### config.mk
export PLATFORM = sky130hd
export DESIGN_NAME = cpu
export DESIGN_NICKNAME = d
export VERILOG_FILES = /design/src/cpu_pkg.sv /design/src/px.sv /design/src/pd.sv /design/src/pr.sv /design/src/pa.sv /design/src/cpu.sv
export VERILOG_INCLUDE_DIRS = /design/src /design/src/src
export SDC_FILE = /design/constraint.sdc
export NUM_CORES = 1
export LEC_CHECK = 0
export CAP_MARGIN = 5
export CORE_UTILIZATION = 25
export CTS_CLUSTER_SIZE = 28
export DETAILED_ROUTE_END_ITERATION = 16
export DONT_BUFFER_PORTS = 1
export SYNTH_ARGS = -nofsm -noshare
export SYNTH_HDL_FRONTEND = slang
export SYNTH_SLANG_ARGS = --single-unit
### constraint.sdc
create_clock -name __clk -period 13.8 [get_ports __clk]
set_input_delay 0 -clock __clk [delete_from_list [all_inputs] [get_ports __clk]]
set_output_delay 0 -clock __clk [all_outputs]
set_load 0.005 [all_outputs]
### src/cpu_settings.svh
`ifndef CPU_SETTINGS_SVH
`define CPU_SETTINGS_SVH

// Data and address word width
`define CPU_WORD 16

// Register slots with slot 0 read back as the flag word
`define CPU_NREG 8

// ------------------------------
// Opcodes in bits 0..5 of the instruction word
// ------------------------------
`define OP_LW  6'o20
`define OP_TW  6'o21
`define OP_RW  6'o23
`define OP_AW  6'o24
`define OP_SW  6'o26
`define OP_AWT 6'o40
`define OP_NR  6'o30
`define OP_OR  6'o31
`define OP_ER  6'o32
`define OP_UJ  6'o50
`define OP_JZ  6'o51
`define OP_HLT 6'o76

`endif

### src/cpu_pkg.sv
package cpu_pkg;

	// ------------------------------
	// Instruction word views
	// ------------------------------

	// Two-operand form with the argument from the next word or R[c]
	typedef struct packed {
		logic [0:5] op;
		logic d;
		logic [0:2] a;
		logic [0:2] b;
		logic [0:2] c;
	} reg_form_t;

	// Short argument form with a sign-magnitude immediate
	typedef struct packed {
		logic [0:5] op;
		logic ts;
		logic [0:2] a;
		logic [0:5] t;
	} short_form_t;

	typedef union packed {
		reg_form_t reg_form;
		short_form_t short_form;
	} instr_u;

	// Sequencer phases
	typedef enum logic [2:0] {FETCH, ARG, EXEC, MEM, WB, HALT} seq_state_e;

	typedef enum logic [2:0] {PASS, ADD, SUB, AND, OR, XOR} alu_op_e;

	// Z lands in bit 0 of the flag word
	typedef struct packed {
		logic z;
		logic m;
		logic v;
		logic c;
	} flags_s;

endpackage

### src/px.sv
module px import cpu_pkg::*; (
	input logic __clk,
	input logic rst,
	input logic needs_arg,
	input logic is_mem_read,
	input logic is_mem_write,
	input logic is_halt,
	input logic mem_ready,
	output logic mem_valid,
	output logic mem_write,
	output logic fetch,
	output logic arg_fetch,
	output logic exec,
	output logic mem_op,
	output logic wb,
	output logic bus_done,
	output logic hlt
);

	seq_state_e state;
	seq_state_e state_next;

	assign bus_done = mem_valid & mem_ready;

	// Bus phases wait here for the handshake
	always_comb begin
		state_next = state;
		case (state)
			FETCH: begin
				if (bus_done) begin
					if (is_halt) begin
						state_next = HALT;
					end else if (needs_arg) begin
						state_next = ARG;
					end else begin
						state_next = EXEC;
					end
				end
			end
			ARG: begin
				if (bus_done) begin
					state_next = EXEC;
				end
			end
			EXEC: state_next = (is_mem_read | is_mem_write) ? MEM : WB;
			MEM: begin
				if (bus_done) begin
					state_next = WB;
				end
			end
			WB: state_next = FETCH;
			default: state_next = HALT;
		endcase
	end

	// Request goes up on entry to a bus phase, drops after the last one
	always_ff @(posedge __clk) begin
		if (rst) begin
			state <= FETCH;
			mem_valid <= 1'b0;
		end else begin
			state <= state_next;
			mem_valid <= (state_next == FETCH) || (state_next == ARG) || (state_next == MEM);
		end
	end

	assign fetch = (state == FETCH);
	assign arg_fetch = (state == ARG);
	assign exec = (state == EXEC);
	assign mem_op = (state == MEM);
	assign wb = (state == WB);
	assign hlt = (state == HALT);

	assign mem_write = mem_op & is_mem_write;

endmodule

### src/pd.sv
`include "cpu_settings.svh"

module pd import cpu_pkg::*; (
	input logic __clk,
	input logic rst,
	input logic fetch,
	input logic bus_done,
	input logic [0:`CPU_WORD-1] mem_rdata,
	input logic z,
	output alu_op_e alu_op,
	output logic [0:$clog2(`CPU_NREG)-1] reg_a,
	output logic [0:$clog2(`CPU_NREG)-1] reg_c,
	output logic needs_arg,
	output logic is_mem_read,
	output logic is_mem_write,
	output logic is_jump,
	output logic is_halt,
	output logic take_jump,
	output logic reg_we,
	output logic short_imm,
	output instr_u ir
);

	instr_u src;
	logic [0:5] op;

	always_ff @(posedge __clk) begin
		if (rst) begin
			ir <= '0;
		end else if (fetch && bus_done) begin
			ir <= mem_rdata;
		end
	end

	// During fetch the sequencer needs the word still on the bus
	assign src = fetch ? instr_u'(mem_rdata) : ir;
	assign op = src.reg_form.op;

	always_comb begin
		alu_op = PASS;
		reg_we = 1'b0;
		short_imm = 1'b0;
		is_halt = 1'b0;
		case (op)
			`OP_LW, `OP_TW: reg_we = 1'b1;
			`OP_AW: begin
				alu_op = ADD;
				reg_we = 1'b1;
			end
			`OP_SW: begin
				alu_op = SUB;
				reg_we = 1'b1;
			end
			`OP_AWT: begin
				alu_op = ADD;
				reg_we = 1'b1;
				short_imm = 1'b1;
			end
			`OP_NR: begin
				alu_op = AND;
				reg_we = 1'b1;
			end
			`OP_OR: begin
				alu_op = OR;
				reg_we = 1'b1;
			end
			`OP_ER: begin
				alu_op = XOR;
				reg_we = 1'b1;
			end
			`OP_RW, `OP_UJ, `OP_JZ: begin
			end
			// HLT and anything undefined stop the machine
			default: is_halt = 1'b1;
		endcase
	end

	assign reg_a = src.reg_form.a;
	assign reg_c = src.reg_form.c;
	assign needs_arg = !is_halt && !short_imm && (src.reg_form.c == '0);
	assign is_mem_read = (op == `OP_TW);
	assign is_mem_write = (op == `OP_RW);
	assign is_jump = (op == `OP_UJ) || (op == `OP_JZ);
	assign take_jump = is_jump && ((op == `OP_UJ) || z);

endmodule

### src/pr.sv
`include "cpu_settings.svh"

module pr import cpu_pkg::*; (
	input logic __clk,
	input logic rst,
	input logic [0:$clog2(`CPU_NREG)-1] reg_a,
	input logic [0:$clog2(`CPU_NREG)-1] reg_c,
	input logic reg_we,
	input logic wb,
	input logic [0:`CPU_WORD-1] wdata,
	input flags_s flags,
	output logic [0:`CPU_WORD-1] ra_data,
	output logic [0:`CPU_WORD-1] rc_data
);

	// R1..R7 only, no storage behind slot 0
	logic [0:`CPU_WORD-1] r [1:`CPU_NREG-1];
	logic [0:`CPU_WORD-1] flag_word;

	assign flag_word = {flags, {(`CPU_WORD - $bits(flags_s)){1'b0}}};

	// ------------------------------
	// Write port
	// ------------------------------
	always_ff @(posedge __clk) begin
		if (rst) begin
			for (int i = 1; i < `CPU_NREG; i++) begin
				r[i] <= '0;
			end
		end else if (wb && reg_we && (reg_a != '0)) begin
			r[reg_a] <= wdata;
		end
	end

	// ------------------------------
	// Read ports
	// ------------------------------
	assign ra_data = (reg_a == '0) ? flag_word : r[reg_a];
	assign rc_data = (reg_c == '0) ? flag_word : r[reg_c];

endmodule

### src/pa.sv
`include "cpu_settings.svh"

module pa import cpu_pkg::*; (
	input logic __clk,
	input logic rst,
	input logic fetch,
	input logic arg_fetch,
	input logic exec,
	input logic mem_op,
	input logic wb,
	input logic bus_done,
	input instr_u ir,
	input alu_op_e alu_op,
	input logic short_imm,
	input logic needs_arg,
	input logic take_jump,
	input logic is_mem_write,
	input logic [0:`CPU_WORD-1] ra_data,
	input logic [0:`CPU_WORD-1] rc_data,
	input logic [0:`CPU_WORD-1] mem_rdata,
	output logic [0:`CPU_WORD-1] mem_addr,
	output logic [0:`CPU_WORD-1] mem_wdata,
	output logic [0:`CPU_WORD-1] result,
	output flags_s flags,
	output logic z,
	output logic [0:`CPU_WORD-1] ic
);

	localparam int W = `CPU_WORD;

	logic [0:W-1] ar;
	logic [0:W-1] imm;
	logic [0:W-1] opb;
	logic [0:W-1] opb_eff;
	logic [0:W-1] alu_out;
	logic [0:W] sum;
	logic sub;
	logic arith;
	flags_s flags_next;

	// ------------------------------
	// ALU
	// ------------------------------

	// ts is the sign, t the magnitude
	assign imm = ir.short_form.ts ? -{{(W-6){1'b0}}, ir.short_form.t}
		: {{(W-6){1'b0}}, ir.short_form.t};
	assign opb = short_imm ? imm : ar;

	// Subtract as a + ~b + 1 with the carry out in sum[0]
	assign sub = (alu_op == SUB);
	assign arith = (alu_op == ADD) || sub;
	assign opb_eff = sub ? ~opb : opb;
	assign sum = {1'b0, ra_data} + {1'b0, opb_eff} + {{W{1'b0}}, sub};

	always_comb begin
		case (alu_op)
			ADD, SUB: alu_out = sum[1:W];
			AND: alu_out = ra_data & opb;
			OR: alu_out = ra_data | opb;
			XOR: alu_out = ra_data ^ opb;
			default: alu_out = opb;
		endcase
		flags_next.z = (alu_out == '0);
		flags_next.m = alu_out[0];
		flags_next.v = arith && (ra_data[0] == opb_eff[0]) && (sum[1] != ra_data[0]);
		flags_next.c = arith && sum[0];
	end

	// ------------------------------
	// IC and flags
	// ------------------------------
	always_ff @(posedge __clk) begin
		if (rst) begin
			ic <= '0;
			flags <= '0;
		end else begin
			if ((fetch || arg_fetch) && bus_done) begin
				ic <= ic + W'(1);
			end else if (wb && take_jump) begin
				ic <= ar;
			end
			if (exec && (alu_op != PASS)) begin
				flags <= flags_next;
			end
		end
	end

	// Argument is R[c] unless it follows in memory
	always_ff @(posedge __clk) begin
		if (fetch && bus_done && !needs_arg) begin
			ar <= rc_data;
		end else if (arg_fetch && bus_done) begin
			ar <= mem_rdata;
		end
		if (exec) begin
			result <= alu_out;
		end else if (mem_op && bus_done && !is_mem_write) begin
			result <= mem_rdata;
		end
	end

	assign mem_addr = mem_op ? ar : ic;
	assign mem_wdata = ra_data;
	assign z = flags.z;

endmodule

### src/cpu.sv
`include "cpu_settings.svh"

module cpu import cpu_pkg::*; (
	input logic __clk,
	input logic rst,
	output logic mem_valid,
	input logic mem_ready,
	output logic mem_write,
	output logic [0:`CPU_WORD-1] mem_addr,
	output logic [0:`CPU_WORD-1] mem_wdata,
	input logic [0:`CPU_WORD-1] mem_rdata,
	output logic hlt,
	output logic [0:`CPU_WORD-1] ic
);

	// ------------------------------
	// Sequencer phases
	// ------------------------------
	logic fetch, arg_fetch, exec, mem_op, wb, bus_done;

	// ------------------------------
	// Decoder outputs
	// ------------------------------
	logic needs_arg, is_mem_read, is_mem_write, is_halt;
	logic take_jump, reg_we, short_imm;
	alu_op_e alu_op;
	logic [0:$clog2(`CPU_NREG)-1] reg_a, reg_c;
	instr_u ir;

	// ------------------------------
	// Data path
	// ------------------------------
	logic [0:`CPU_WORD-1] ra_data, rc_data, result;
	flags_s flags;
	logic z;

	px px_i (.*);

	// Jump class is folded into take_jump inside the decoder
	pd pd_i (.*, .is_jump());

	pr pr_i (.*, .wdata(result));

	pa pa_i (.*);

endmodule

== Word-level counts from Yosys, hierarchy flattened ==
Memory sizes are Yosys's and may differ from the RTL's.
Index checks and enable logic that the tools add are counted.
Operators by class
  reductions and logical operators: 40
  bitwise gates (word level): 7
  equal/unequal tests: 25
  add/subtract/negate cells: 4
  mux-type cells: 32
Operator list (number)
  $mux W16: 14
  $pmux W16 S4: 1
  $eq A6 B5 Y1 const B: 8
  $pmux W3 S5: 2
  $eq A6 B6 Y1 const B: 3
  $mux W3: 6
  $add A16 B16 Y17: 1
  $add A17 B1 Y17: 1
  $add A16 B1 Y16 const B: 1
  $and A16 B16 Y16: 1
  $logic_and A1 B1 Y1: 16
  $logic_not A16 Y1: 1
  $neg A6 Y16: 1
  $not A16 Y16: 1
  $or A16 B16 Y16: 1
  $reduce_or A16 Y1: 1
  $xor A16 B16 Y16: 1
  $eq A3 B2 Y1 const B: 5
  $eq A3 B3 Y1 const B: 4
  $logic_not A3 Y1: 4
  $reduce_or A11 Y1: 1
  $eq A3 B1 Y1 const B: 3
  $mux W1: 8
  $reduce_or A8 Y1: 1
  other kinds (10): 22
Word-level totals
  output and inout bits: 51
  register bits after elaboration: 72
  logic and storage cells: 119
  memories kept: 1
  RAM bits: 112
  bits of input ports: 19
Memory list
  pr_i.r: depth 7, width 16, read ports 2, clocked after Yosys merged registers in 0, wr ports 7, RTL line pr.sv:17  | logic [0:`CPU_WORD-1] r [1:`CPU_NREG-1];

== Longest topological paths before layout ==
  depth after elaboration: 14
  mapped depth: 23
  depth with buffers taken out: 19

== Hierarchy ==
Synthesis repeated with hierarchy kept, for this count alone.
Unflattened totals
  cell total of the unflattened synthesis: 1168
  area, all modules: 12580.8 sq um
By module, submodules not included
  pr: times used 1, cells an instance 431, seq. area each 3363.2 sq um, area an instance 6174.7 sq um
  pa: times used 1, cells an instance 570, seq. area each 1361.3 sq um, area an instance 5089.9 sq um
  pd: times used 1, cells an instance 129, seq. area each 320.3 sq um, area an instance 1011.0 sq um
  px: times used 1, cells an instance 38, seq. area each 80.1 sq um, area an instance 305.3 sq um

== Worst setup path after synthesis ==
No wires, ideal clock.
  path kind: register to register
  start: register px_i.state[1]
  end: register, netlist name pa_i.z
  required time: 13.741 ns
  path buffers: 5
  arrival: 4.859 ns
  setup slack: 8.882 ns
  setup time: 0.059 ns
  stages on the path, launching flop included: 24
  period minus slack after synthesis: 4.918 ns
  cell sequence: dfxtp_1 buf_2 nor3_4 buf_2 buf_2 buf_1 o21a_1 clkbuf_1 nor2_1 a21oi_1 nor2_1 a211o_1 inv_1 ha_1 and3_1 a221oi_1 o22ai_1 a2111oi_0 o41ai_1 xor2_1 a211oi_1 and4_1 nand4_1 nand2_1
On the way
  elaborated cells between the ends (all ways): 33
  classes of those cells: 2 x add/sub; 12 x eq/ne; 7 x mux; 4 x bitwise; 7 x reduce/logical; 1 x memory
RTL lines
  from (decl): RTL line px.sv:20  | seq_state_e state;
  from (signal assigned): RTL line px.sv:62  | state <= state_next;
  $logic_not A3 Y1 *: RTL line px.sv:67  | assign fetch = (state == FETCH);
  $mux W16 *: RTL line pd.sv:36  | assign src = fetch ? instr_u'(mem_rdata) : ir;
  $mem_v2 Z7 W16 or $logic_not A3 Y1 (tied branches)
  $mux W16 *: RTL line pr.sv:38  | assign ra_data = (reg_a == '0) ? flag_word : r[reg_a];
  named net mem_wdata, one bit: RTL line cpu.sv:10  | output logic [0:`CPU_WORD-1] mem_wdata,
  $add A16 B16 Y17: RTL line pa.sv:54  | assign sum = {1'b0, ra_data} + {1'b0, opb_eff} + {{W{1'b0}}, sub};
  $add A17 B1 Y17: RTL line pa.sv:54
  $pmux W16 S4 *: RTL line pa.sv:57  | case (alu_op)
  $logic_not A16 Y1 *: RTL line pa.sv:64  | flags_next.z = (alu_out == '0);
Mark *: on every way through the listed nets, which the timed path passes. The rest lies on a longest branch.
A chain may end at the register's enable or synchronous reset.

== Worst setup path in the final report ==
  start: register px_i.state[1]
  end: register, netlist name pa_i.z
On the way
  word-level cells in the longest chain between the ends: 11
  elaborated cells between the ends (all ways): 33
  classes of those cells: 2 x add/sub; 12 x eq/ne; 7 x mux; 4 x bitwise; 7 x reduce/logical; 1 x memory
RTL lines
  $logic_not A3 Y1: RTL line px.sv:67
  $mux W16: RTL line pd.sv:36
  $eq A6 B5 Y1 or $eq A6 B6 Y1 (tied branches): RTL line pd.sv:44  | case (op)
  $reduce_or A2 Y1 (no source line) or $mux W1 (tied branches)
  $pmux W3 S5 or $mux W16 (tied branches): RTL line pd.sv:44, pa.sv:48
  $eq A3 B2 Y1 or $not A16 Y16 (tied branches): RTL line pa.sv:51, pa.sv:57, pa.sv:53
  $mux W16: RTL line pa.sv:53  | assign opb_eff = sub ? ~opb : opb;
  $add A16 B16 Y17: RTL line pa.sv:54
  $add A17 B1 Y17: RTL line pa.sv:54
  $pmux W16 S4: RTL line pa.sv:57
  $logic_not A16 Y1: RTL line pa.sv:64
Parallel ways exist; a longest one is shown, timed or not.

==> run_results.csv <==
group,metric,value,unit
outcome,status,"finished clean",
die,die_h,228,um
cts,clock_sinks,184,
cts,cts-root-buf,"clkbuf_16",
die,pin_count,70,
setup_path,path_delay_family,"simple AND/OR/NAND/NOR gates",
final_layout,layout.cells.non_filler,2131,
final_layout,nets,1517,
synth,yosysWarnings,0,
setup_path,critPathMaxStageDelay,0.79,ns
place,portBuffers,0,
final_layout,syn_to_final_growth,12.0,%
setup_path,worstSetupPathType,"flop to flop",
synth,synth_edf_count,144,
global_route,grt_pass1_vias,10900,
setup_path,crit_chain,"or3_1 > nand3_1 > and2_1 > nor2_1 > a21oi_1 > xnor2_1 > ha_1 > and3_1 > a221oi_1 > o22ai_1 > a2111oi_0 > o41ai_1 > xor2_1 > a211oi_1 > and4_1 > nand4_1 > nand2_1",
place,gp_congestion,0.961,
synth,syn_area,12800,um^2
cts,cts_tree,"built",
die,core,50300,um^2
synth,synth-xor-area-share,1.79,%
drt,drt-wirelength-per-cell,22.1,um
drt,ant_nets,0,
pwr,seqPwrFrac,34.2,%
place,pre_cts_slack,8.00,ns
cts,cts_setup_buffers,0,
min_path,hold_class,"input port to flop",
sta,final.min_clock_period,5.96,ns
synth,ys_ff_latch,184,
sta,fin_skew,0.0187,ns
synth,async_flop_share,0,%
flow_run,drv_cap,0,
synth,yosys.area_share.simple,24.9,%
sta,fin_ws,7.84,ns
setup_path,crit_path_end_kind,"flop",
sta,hold_viol,0,
setup_path,worstSetupStartpointType,"flop",
cts,cts_buffer_depth,2,
global_route,grt_overflow,0,
pwr,p_leak,5.30,nW
setup_path,crit_slowest_cell,"or3_1",
pwr,internal_power,1.14,mW
place,hpwl,32.4,mm
place,place_area,13500,um^2
drt,first_pass_iters,6,
synth,syn_avg_cell_area,8.67,um^2
sta,slew_headroom,15.0,%
sta,tightestPinTransition,1.27,ns
drt,drcViolationCount,0,
cts,clkTransAtPathRegs,0.07,ns
pwr,power_switching,0.849,mW
drt,viasPerCell,5.50,
setup_path,worst_ep_required_time,14.20,ns
pwr,swShare,42.7,%
global_route,antenna_found_initial,0,
drt,drt_wl_total,47.0,mm
die,rows,82,
sta,rsz0062_at_grt,"no",
drt,drt_iter0_drc,1428,
die,die_area,51900,um^2
synth,synth.distinct_cells,85,
drt,vias,11700,
cts,htree_num_levels,4,
pwr,pwr-share-clk,24.9,%
synth,yosys-mux-area-fraction,4.21,%
global_route,grt_pass1_wl,70.5,mm
die,die_w,228,um
die,start_util,25.4,%
cts,cts_resized,0,
sta,setup_viol,0,
final_layout,stdcell_area,14300,um^2
pwr,ir_drop,0.0000849,V
setup_path,critPathBufInv,0,
sta,finalMaxSlewViolations,0,
sta,post-route-period-util,43.2,%
synth,syn_nets,1541,
place,dp.cells,2079,
final_layout,fill_cells,5334,
cts,clk_latency,0.46,ns
setup_path,critPathArrivalTime,6.36,ns
final_layout,drive_above_1_share,8.29,%
synth,synth_seq_area_share,40.2,%
synth,yosys.area_share.adder,5.16,%
synth,synth_compound_area_share,19.1,%
sta,timing.fmax,0.168,GHz
synth,synthCells,1470,
global_route,grt_max_degree,53,
cts,holdBufCountCts,20,
setup_path,cp_max_fo,20,
synth,synth_top_family_by_area,"simple AND/OR/NAND/NOR gates",
sta,fin_tns_setup,0,ns
cts,cts_buffers,17,
final_layout,antenna_cells,0,
synth,ys_dominant_reg_cell,"edfxtp_1",
pwr,totalPowerFinal,1.99,mW
global_route,track_usage,17.8,%
pwr,comb_power_share,40.9,%
pwr,p_per_area,139,nW/um^2
==> worst paths after layout <==
kind	slack [ns]	from	depth (start not counted)	end
worst min register to register	0.49	pd_i.ir[1]	2	pd_i.ir[1]
worst max register to register	7.84	px_i.state[1]	17	pa_i.z
worst max-delay path	7.84	px_i.state[1]	17	pa_i.z
worst min-delay path	0.05	rst	3	pa_i.z
==> routing by layer <==
metal / up-vias / GRT usage [%] / wire length [um]
li1: 5289 / - / -
met1: 5657 / 23.4 / 19500
met4: 0 / 5.64 / 1120
met2: 704 / 29.3 / 21800
met3: 77 / 3.30 / 4570
met5: - / 0 / 0
==> power groups by stage <==
stage                     Combinational, mW  Clock, mW  Sequential [mW]
final                                 0.814      0.495            0.680
after global routing                  0.879      0.525            0.683
after CTS                             0.795      0.501            0.677
after detailed placement              0.778          0            0.690
after global placement                0.773          0            0.689
after floorplan                       0.566          0            0.662
==> synth_stat cells, types with 30 or more instances <==
library cell / instances / area, um^2
nor2_1: 97 / 364
ha_1: 51 / 638
inv_1: 47 / 176
mux2i_1: 30 / 300
dfxtp_1: 40 / 801
and2_1: 119 / 744
nand2_1: 239 / 897
o21ai_0: 81 / 405
nand3_1: 45 / 225
clkbuf_1: 77 / 289
a21oi_1: 103 / 515
edfxtp_1: 144 / 4320
==> cells in the final DEF, fill, tap and decap left out, drive strengths merged, types with 8 or more instances in the layout <==
master	instances
mux2i	31
dfxtp	40
a311oi	20
a21o	14
nand2	239
ha	51
and3	26
clkbuf	18
o31ai	10
nand2b	12
dlygate4sd3	19
xnor2	22
edfxtp	144
or3b	8
a31oi	23
nor2	97
o21ai	86
a22oi	18
buf	32
nor3	31
a211oi	8
and2	120
o22ai	11
o221ai	10
a21oi	108
nand3	45
nor4	10
mux2	19
inv	60
a221oi	10
==> tightest hold or removal path, cell delays in order <==
cell	delay (ns)
inv_1	0.23
nand3_1	0.18
nand2_1	0.05
==> per-stage QoR <==
| stage | hold slack, ns | utilization (%) |
|---|---|---|
| floorplan | 0.0897 | - |
| global placement | 0.0756 | 26.8 |
| detailed placement | 0.0784 | 26.8 |
| CTS | 0.0317 | 28.4 |
| global route | 0.0693 | 28.4 |
| finish | 0.0508 | 28.4 |
==> cell families (layout without fill, tap and decap cells) <==
group                    Yosys count  after routing
XOR/XNOR                          26             26
buffers and inverters            145            134
multiplexers                      50             50
AND/OR/NAND/NOR                  640            640
AO/OA/AOI/OAI                    373            373
flip-flops                       184            184
adder cells (fa/ha/maj)           52             52
==> area by class of cell <==
class / count / area [um^2] / area share (%)
clock buffer: 18 / 429 / 3.01
clock inverter: 14 / 144 / 1.01
inverter: 51 / 191 / 1.34
multi-input combinational: 1141 / 7100 / 49.8
sequential: 184 / 5120 / 35.9
tap: 672 / 841 / 5.89
timing repair buffer: 51 / 443 / 3.10
==> registers in the layout, indices dropped and copies added, names as in the netlist <==
| register | cells |
|---|---|
| px_i.mem_valid | 1 |
| pd_i.ir | 16 |
| pr_i.r | 112 |
| pa_i.ic | 16 |
| pa_i.result | 16 |
| px_i.state | 3 |
| pa_i.z | 1 |
| pa_i.ar | 16 |
| pa_i.flags | 3 |
Power figures use the tool's default switching activity.
